## config.mk

```make
export PLATFORM = sky130hd
export DESIGN_NAME = lc3b_pipeline
export DESIGN_NICKNAME = d
export VERILOG_FILES = /design/src/common/lc3b_pkg.sv /design/src/logic/regfile.sv /design/src/fetch/fetch_stage.sv /design/src/decode/decode_stage.sv /design/src/execute/execute_stage.sv /design/src/memory/memory_stage.sv /design/src/logic/stall_control.sv /design/src/logic/lc3b_pipeline.sv
export SDC_FILE = /design/constraint.sdc
export NUM_CORES = 1
export LEC_CHECK = 0
export BUFFER_PORTS_ARGS = -buffer_cell sky130_fd_sc_hd__buf_2
export CAP_MARGIN = 5
export CORE_MARGIN = 2
export CORE_UTILIZATION = 45
export CTS_BUF_LIST = sky130_fd_sc_hd__clkbuf_16
export CTS_CLUSTER_SIZE = 25
export DETAILED_ROUTE_END_ITERATION = 10
export RECOVER_POWER = 100
export SETUP_SLACK_MARGIN = 0.05
export SLEW_MARGIN = 20
export SYNTH_ARGS = -nofsm -noshare
export SYNTH_HDL_FRONTEND = slang
export SYNTH_SLANG_ARGS = --single-unit
```

## constraint.sdc

```tcl
create_clock -name clk -period 4.7 [get_ports clk]
set_input_delay 0.705 -clock clk [delete_from_list [all_inputs] [get_ports clk]]
set_output_delay 0.705 -clock clk [all_outputs]
set_load 0.01 [all_outputs]
```

## src/common/lc3b_pkg.sv

```systemverilog
package lc3b_pkg;

	//////////////////////////////////////////////////
	// basic widths
	//////////////////////////////////////////////////

	typedef logic [15:0] word_t;
	typedef logic [2:0] reg_idx_t;

	// n, z, p from msb to lsb
	typedef logic [2:0] nzp_t;

	//////////////////////////////////////////////////
	// instruction encodings
	//////////////////////////////////////////////////

	typedef enum logic [3:0] {
		op_br  = 4'b0000,
		op_add = 4'b0001,
		op_and = 4'b0101,
		op_not = 4'b1001,
		op_ldr = 4'b0110,
		op_str = 4'b0111
	} opcode_t;

	typedef enum logic [1:0] {
		alu_add,
		alu_and,
		alu_not,
		alu_pass
	} alu_op_t;

	//////////////////////////////////////////////////
	// control word and stage boundaries
	//////////////////////////////////////////////////

	typedef struct packed {
		opcode_t opcode;
		alu_op_t alu_op;
		logic use_imm;
		logic read_memory;
		logic write_memory;
		logic load_regfile;
		logic load_cc;
		logic wb_from_mem;
	} ctrl_t;

	typedef struct packed {
		logic valid;
		ctrl_t ctrl;
		word_t sr1;
		word_t sr2;
		word_t imm;
		reg_idx_t dest;
	} de_ex_t;

	typedef struct packed {
		logic valid;
		ctrl_t ctrl;
		word_t alu_out;
		word_t address;
		word_t store_data;
		reg_idx_t dest;
	} ex_mem_t;

	typedef struct packed {
		logic load;
		reg_idx_t dest;
		word_t data;
	} wb_t;

endpackage

```

## src/logic/regfile.sv

```systemverilog
module regfile import lc3b_pkg::*;
(
	input logic clk,
	input logic rst,
	input wb_t wb,
	input reg_idx_t src_a,
	input reg_idx_t src_b,
	output word_t reg_a,
	output word_t reg_b
);

	word_t regs [8];

	always_ff @(posedge clk)
	begin
		if (rst)
		begin
			for (int i = 0; i < 8; i++)
				regs[i] <= '0;
		end
		else if (wb.load)
			regs[wb.dest] <= wb.data;
	end

	// write-through, so a reader in the write cycle sees the new value
	assign reg_a = (wb.load && wb.dest == src_a) ? wb.data : regs[src_a];
	assign reg_b = (wb.load && wb.dest == src_b) ? wb.data : regs[src_b];

endmodule

```

## src/fetch/fetch_stage.sv

```systemverilog
module fetch_stage import lc3b_pkg::*;
#(
	parameter word_t RESET_PC = 16'h0000
)
(
	input logic clk,
	input logic rst,
	input logic advance,
	input logic mem_resp_a,
	input word_t mem_rdata_a,
	output logic mem_read_a,
	output word_t mem_address_a,
	output word_t instr,
	output word_t pc_next,
	output logic instr_ready
);

	word_t pc;
	word_t instr_q;
	logic held;

	assign pc_next = pc + 16'd2;
	assign mem_address_a = pc;

	// a fresh response goes straight through, a held one comes from instr_q
	assign instr = held ? instr_q : mem_rdata_a;
	assign instr_ready = held | mem_resp_a;

	always_ff @(posedge clk)
	begin
		if (rst)
		begin
			pc <= RESET_PC;
			held <= 1'b0;
			mem_read_a <= 1'b0;
		end
		else
		begin
			if (advance)
				pc <= pc_next;
			if (advance)
				held <= 1'b0;
			else if (mem_resp_a)
				held <= 1'b1;
			// drop after the response, re-arm once the word has been consumed
			mem_read_a <= ~mem_resp_a & (~held | advance);
		end
	end

	always_ff @(posedge clk)
	begin
		if (mem_resp_a)
			instr_q <= mem_rdata_a;
	end

	// a held word means the port must stay quiet until the next advance
	assert property (@(posedge clk) disable iff (rst) held |-> !mem_read_a);

endmodule

```

## src/decode/decode_stage.sv

```systemverilog
module decode_stage import lc3b_pkg::*;
(
	input logic clk,
	input logic rst,
	input logic advance,
	input word_t instr,
	input wb_t wb,
	output de_ex_t de_ex
);

	opcode_t opcode;
	ctrl_t ctrl;
	logic valid;
	reg_idx_t src_b;
	word_t imm;
	word_t sr1_value;
	word_t sr2_value;

	assign opcode = opcode_t'(instr[15:12]);

	//////////////////////////////////////////////////
	// control decode
	//////////////////////////////////////////////////

	always_comb
	begin
		ctrl = '0;
		ctrl.opcode = opcode;
		ctrl.alu_op = alu_pass;
		valid = 1'b1;
		src_b = instr[2:0];
		// imm5 by default
		imm = {{11{instr[4]}}, instr[4:0]};
		case (opcode)
			op_add:
			begin
				ctrl.alu_op = alu_add;
				ctrl.use_imm = instr[5];
				ctrl.load_regfile = 1'b1;
				ctrl.load_cc = 1'b1;
			end
			op_and:
			begin
				ctrl.alu_op = alu_and;
				ctrl.use_imm = instr[5];
				ctrl.load_regfile = 1'b1;
				ctrl.load_cc = 1'b1;
			end
			op_not:
			begin
				ctrl.alu_op = alu_not;
				ctrl.load_regfile = 1'b1;
				ctrl.load_cc = 1'b1;
			end
			op_ldr:
			begin
				imm = {{9{instr[5]}}, instr[5:0], 1'b0};
				ctrl.read_memory = 1'b1;
				ctrl.load_regfile = 1'b1;
				ctrl.load_cc = 1'b1;
				ctrl.wb_from_mem = 1'b1;
			end
			op_str:
			begin
				// store data comes from the SR field in bits 11:9
				imm = {{9{instr[5]}}, instr[5:0], 1'b0};
				src_b = instr[11:9];
				ctrl.write_memory = 1'b1;
			end
			// NOP and everything outside the subset
			default: valid = 1'b0;
		endcase
	end

	regfile i_regfile
	(
		.clk,
		.rst,
		.wb,
		.src_a(instr[8:6]),
		.src_b,
		.reg_a(sr1_value),
		.reg_b(sr2_value)
	);

	always_ff @(posedge clk)
	begin
		if (rst)
			de_ex.valid <= 1'b0;
		else if (advance)
		begin
			de_ex.valid <= valid;
			de_ex.ctrl <= ctrl;
			de_ex.sr1 <= sr1_value;
			de_ex.sr2 <= sr2_value;
			de_ex.imm <= imm;
			de_ex.dest <= instr[11:9];
		end
	end

endmodule

```

## src/execute/execute_stage.sv

```systemverilog
module execute_stage import lc3b_pkg::*;
(
	input logic clk,
	input logic rst,
	input logic advance,
	input de_ex_t de_ex,
	output ex_mem_t ex_mem
);

	word_t operand_b;
	word_t alu_out;
	word_t address;

	assign operand_b = de_ex.ctrl.use_imm ? de_ex.imm : de_ex.sr2;

	always_comb
	begin
		case (de_ex.ctrl.alu_op)
			alu_add: alu_out = de_ex.sr1 + operand_b;
			alu_and: alu_out = de_ex.sr1 & operand_b;
			alu_not: alu_out = ~de_ex.sr1;
			default: alu_out = de_ex.sr1;
		endcase
	end

	// base register plus the already shifted offset6
	assign address = de_ex.sr1 + de_ex.imm;

	//////////////////////////////////////////////////
	// execute to memory register
	//////////////////////////////////////////////////

	always_ff @(posedge clk)
	begin
		if (rst)
			ex_mem.valid <= 1'b0;
		else if (advance)
		begin
			ex_mem.valid <= de_ex.valid;
			ex_mem.ctrl <= de_ex.ctrl;
			ex_mem.alu_out <= alu_out;
			ex_mem.address <= address;
			ex_mem.store_data <= de_ex.sr2;
			ex_mem.dest <= de_ex.dest;
		end
	end

endmodule

```

## src/memory/memory_stage.sv

```systemverilog
module memory_stage import lc3b_pkg::*;
(
	input logic clk,
	input logic rst,
	input logic advance,
	input ex_mem_t ex_mem,
	input logic mem_resp_b,
	input word_t mem_rdata_b,
	output logic mem_read_b,
	output logic mem_write_b,
	output logic [1:0] mem_wmask_b,
	output word_t mem_address_b,
	output word_t mem_wdata_b,
	output logic data_ready,
	output wb_t wb
);

	logic access;
	logic done;
	word_t load_q;
	word_t load_data;
	word_t wb_data;
	nzp_t cc;
	nzp_t cc_next;

	//////////////////////////////////////////////////
	// data port
	//////////////////////////////////////////////////

	assign access = ex_mem.valid & (ex_mem.ctrl.read_memory | ex_mem.ctrl.write_memory);

	// request stays up until the response, done keeps it low afterwards
	assign mem_read_b = ex_mem.valid & ex_mem.ctrl.read_memory & ~done;
	assign mem_write_b = ex_mem.valid & ex_mem.ctrl.write_memory & ~done;
	assign mem_wmask_b = 2'b11;
	assign mem_address_b = ex_mem.address;
	assign mem_wdata_b = ex_mem.store_data;

	assign data_ready = ~access | done | mem_resp_b;

	always_ff @(posedge clk)
	begin
		if (rst)
			done <= 1'b0;
		else if (advance)
			done <= 1'b0;
		else if (mem_resp_b)
			done <= 1'b1;
	end

	always_ff @(posedge clk)
	begin
		if (mem_resp_b && !done)
			load_q <= mem_rdata_b;
	end

	assign load_data = done ? load_q : mem_rdata_b;

	//////////////////////////////////////////////////
	// write-back and condition codes
	//////////////////////////////////////////////////

	assign wb_data = ex_mem.ctrl.wb_from_mem ? load_data : ex_mem.alu_out;

	assign wb.load = ex_mem.valid & ex_mem.ctrl.load_regfile & advance;
	assign wb.dest = ex_mem.dest;
	assign wb.data = wb_data;

	always_comb
	begin
		if (wb_data[15])
			cc_next = 3'b100;
		else if (wb_data == '0)
			cc_next = 3'b010;
		else
			cc_next = 3'b001;
	end

	always_ff @(posedge clk)
	begin
		if (rst)
			cc <= 3'b010;
		else if (ex_mem.valid && ex_mem.ctrl.load_cc && advance)
			cc <= cc_next;
	end

	assert property (@(posedge clk) disable iff (rst) !(mem_read_b && mem_write_b));

endmodule

```

## src/logic/stall_control.sv

```systemverilog
module stall_control
(
	input logic clk,
	input logic rst,
	input logic instr_ready,
	input logic data_ready,
	output logic advance
);

	logic run;

	// run stays low through reset and for the first cycle after it
	always_ff @(posedge clk)
	begin
		if (rst)
			run <= 1'b0;
		else
			run <= 1'b1;
	end

	// both memories have answered, so every stage moves
	assign advance = run & ~rst & instr_ready & data_ready;

	assert property (@(posedge clk) rst |-> !advance);

endmodule

```

## src/logic/lc3b_pipeline.sv

```systemverilog
module lc3b_pipeline import lc3b_pkg::*;
#(
	parameter word_t RESET_PC = 16'h0000
)
(
	input logic clk,
	input logic rst,

	// instruction port
	output logic mem_read_a,
	output word_t mem_address_a,
	input word_t mem_rdata_a,
	input logic mem_resp_a,

	// data port
	output logic mem_read_b,
	output logic mem_write_b,
	output logic [1:0] mem_wmask_b,
	output word_t mem_address_b,
	output word_t mem_wdata_b,
	input word_t mem_rdata_b,
	input logic mem_resp_b
);

	logic advance;
	logic instr_ready;
	logic data_ready;
	word_t instr;
	de_ex_t de_ex;
	ex_mem_t ex_mem;
	wb_t wb;

	//////////////////////////////////////////////////
	// stages
	//////////////////////////////////////////////////

	fetch_stage #(.RESET_PC(RESET_PC)) i_fetch
	(
		.clk,
		.rst,
		.advance,
		.mem_resp_a,
		.mem_rdata_a,
		.mem_read_a,
		.mem_address_a,
		.instr,
		.pc_next(),
		.instr_ready
	);

	decode_stage i_decode
	(
		.clk,
		.rst,
		.advance,
		.instr,
		.wb,
		.de_ex
	);

	execute_stage i_execute
	(
		.clk,
		.rst,
		.advance,
		.de_ex,
		.ex_mem
	);

	memory_stage i_memory
	(
		.clk,
		.rst,
		.advance,
		.ex_mem,
		.mem_resp_b,
		.mem_rdata_b,
		.mem_read_b,
		.mem_write_b,
		.mem_wmask_b,
		.mem_address_b,
		.mem_wdata_b,
		.data_ready,
		.wb
	);

	stall_control i_stall
	(
		.clk,
		.rst,
		.instr_ready,
		.data_ready,
		.advance
	);

endmodule

```

==> results by group <==
Outcome
  – Status: finished, violations left
  – Violations in the final reports: capacitance limit, slew limit

Hold path
  – Hold path endpoint: i_fetch.instr_q[10]
  – Hold Crit Depth: 1
  – Hold path startpoint: mem_rdata_a[10]
  – Worst hold path type: in -> reg

Critical path
  – Crit. End Element: flop
  – CP arrival: 3.95 ns
  – Largest stage delay, worst path: ~0.86 ns
  – Worst-path fanout max: 20
  – Reg2reg end: i_decode.de_ex[25]
  – R2R depth: 8
  – Slowest cell on the critical path: nand2_1
  – Critical path cell sequence: clkbuf_1, o21ba_1, o311a_2, nand3_1, nor2_1, nand3_1, clkbuf_1, nand2_1
  – Critical Path RT: 4.76 ns
  – Reg2Reg Setup Slack: 0.85 ns
  – Critical Path Source Type: input port
  – WS Path Type: in -> reg
  – Reg2reg start: i_fetch.held

Clock tree
  – H-tree depth: 1
  – Cts hold-fix bufs: 0
  – CTS sink cnt: about 280
  – CTS tree: done
  – Clk Latency, worst-skew pair: 0.56 ns
  – CTS-repair resized insts: 0
  – TritonCTS buffer count: 30
  – Clock buffer depth: 3
  – CTS Root Cell: clkbuf_16
  – Setup bufs post-CTS: 0
  – Clock slew at reported path FFs: roughly 0.060 ns

STA
  – Clock skew: 0.01768 ns
  – Slew headroom: -8.402%
  – Achievable Freq: 0.2571 GHz
  – Worst Max-Slew Pin Slew: ~1.6 ns
  – Final period util: 82.75%
  – RSZ-0062 raised after global routing: no
  – Max-slew violations: 40
  – Min Tclk post-route: around 3.9 ns
  – Setup TNS: 0 ns
  – Hold Vio Cnt, Final: 0
  – Final setup margin: 0.8105 ns
  – Hold WS: 0.3348 ns
  – Setup-failing EPs final: 0

Cells and area
  – Finished Cell Area: between 15000 and 20000 µm²
  – Fraction of layout cells with a size suffix above 1: 12.51%
  – Antenna Cells: 0
  – # nets final: approximately 1300
  – Commonest non-fill, non-tap cells in the layout: 262 x edfxtp_1, 197 x nor2_1, 90 x clkbuf_1
  – Most common cell after layout, fill and taps aside: edfxtp_1
  – Area growth from synthesis to layout: 10.49%

Logic synthesis
  – Flops & latches, synth: 283
  – Number of distinct library cells after synthesis: 62
  – Top_reg_cell synth: edfxtp_1
  – Gate Count Post-Synth: about 1100
  – Syn Area/Cell: 12.88 µm²
  – Mapped Area: 14630 µm²
  – Seq/Total Area, Yosys: 56.66%
  – Number of enable flip-flop cells after synthesis: 262
  – Fraction of registers with async set/reset: 0%
  – YS warnings: 0

Route
  – Antenna-violating nets left: 0
  – DRC: 0
  – Via density: 5.568
  – TritonRoute pass-1 iters: 7
  – Via Count: 9226
  – Drt wl/cell: 20.38 µm
  – DR iter-0 viols: 722
  – Total Wirelength: 33760 µm

Floorplan
  – Number of I/O pins: 89
  – Starting density of the core: 45.30%
  – Die Width: 184.3 µm
  – Core area: between 30000 and 40000 µm²
  – Die area: 33960 µm²
  – Chip height: 184.3 µm
  – Rows: 66

Global routing
  – Global Route Usage Sum: 20.16%
  – Met3 global-route usage: 3.576%
  – GRT Max-Usage Layer: met2
  – Vias in the first global route: 9152
  – GR Layer Usage met1: 27.44%
  – GRT met2 Usage: about a third
  – Initial antenna violation count: 0
  – Pin count of the biggest net entering global routing: 68
  – Grt ovf: 0
  – First-pass GRT wire length: about 52000 µm

Power and ir drop
  – Pwr/cell area: approximately 380 nW/µm²
  – Leakage: between 5 and 6 nW
  – Peak supply drop: 312.4 µV

Place
  – Port Buffers: 85
  – Pre-CTS setup slack: 1.255 ns
  – Post-DP HPWL: between 20000 and 25000 µm
  – DP Area: 15360 µm²
  – Final GP Congestion: 0.8484

Run
  – Maxcap violations: 2
-- synth_stat cells, drive strengths merged (12+ instances only) --
master	instances	area share (%)
buf	53	2.5
ha	32	2.7
nor2b	28	1.2
a211oi	21	1.1
edfxtp	262	54
dfxtp	21	2.9
a21oi	63	2.2
mux2	12	0.95
xnor2	22	1.3
clkbuf	36	0.92
nor3	15	0.51
mux4	67	10
xor2	18	1.1
nor2	197	5.1
nand2	48	1.3
mux2i	68	4.7
o21ai	39	1.3
inv	31	0.80
-- final cells by class --
class | instances | area, µm²
Tap cell | 442 | 553.0
Clock inverter | 25 | 210.2
Inverter | 33 | 123.9
Sequential cell | 283 | 8288
Clock buffer | 31 | 775.7
Timing Repair Buffer | 111 | 483.0
Multi-Input combinational cell | 732 | 5727
Fill cell | 2820 | 16130
-- power breakdown --
group	internal (mW)	switching, mW
Combinational	0.336	0.442
Clock	1.40	0.959
Sequential	2.89	0.0692
Total	4.63	1.47
-- critical path, delay by kind of cell --
family                 cells  cell delay, ns
buffers and inverters      2            1.52
and+or+nand+nor            4            1.31
AOI/OAI and AO/OA          2            0.40
-- kinds of logic (layout without fill, tap and decap cells) --
logic type / Yosys count / after routing / synth area share [%]
and+or+nand+nor: 339 / 339 / 10.53
DFF: 283 / 283 / 56.66
other: 2 / 3 / 0.05135
AOI/OAI and AO/OA: 169 / 169 / 7.092
muxes: 147 / 147 / 15.92
buffers and inverters: 122 / 200 / 4.286
xor gates and xnor gates: 40 / 40 / 2.447
adders and majority gates: 34 / 34 / 3.011
-- how the worst max path moves through the flow --
stage / to / from
3_3_place_gp: i_execute.ex_mem[49] / i_decode.de_ex[56]
2_1_floorplan: i_fetch.mem_address_a[3] / rst
5_1_grt: i_decode.de_ex[25] / i_fetch.held
4_1_cts: i_execute.ex_mem[49] / i_decode.de_ex[56]
3_5_place_dp: i_decode.i_regfile.regs[6][12] / mem_resp_a
6_report: i_decode.i_regfile.regs[6][7] / rst
-- metal layers --
| metal | wire length, µm | share of wire, % |
|---|---|---|
| met2 | 15940 | 47 |
| met5 | 0 | 0 |
| met4 | 647 | 1.9 |
| met1 | 15110 | 45 |
| met3 | 2060 | 6.1 |
-- stage by stage --
stage,util [%],cells,total power [mW]
CTS,50.63,1657,6.157
floorplan,-,1137,3.588
finish,50.05,1657,6.098
global placement,47.58,1601,3.791
global route,50.05,1657,6.314
detailed placement,47.58,1601,3.802
-- registers in the layout, summed over array words and instances, names as in the netlist --
register,flops
i_decode.i_regfile.regs,128
i_execute.ex_mem,55
i_decode.de_ex,49
i_fetch.instr_q,16
i_memory.load_q,16
i_fetch.mem_address_a,15
i_fetch.held,1
i_fetch.mem_read_a,1
i_memory.done,1
i_stall.run,1
No activity file was read; power rests on OpenSTA's default activity.
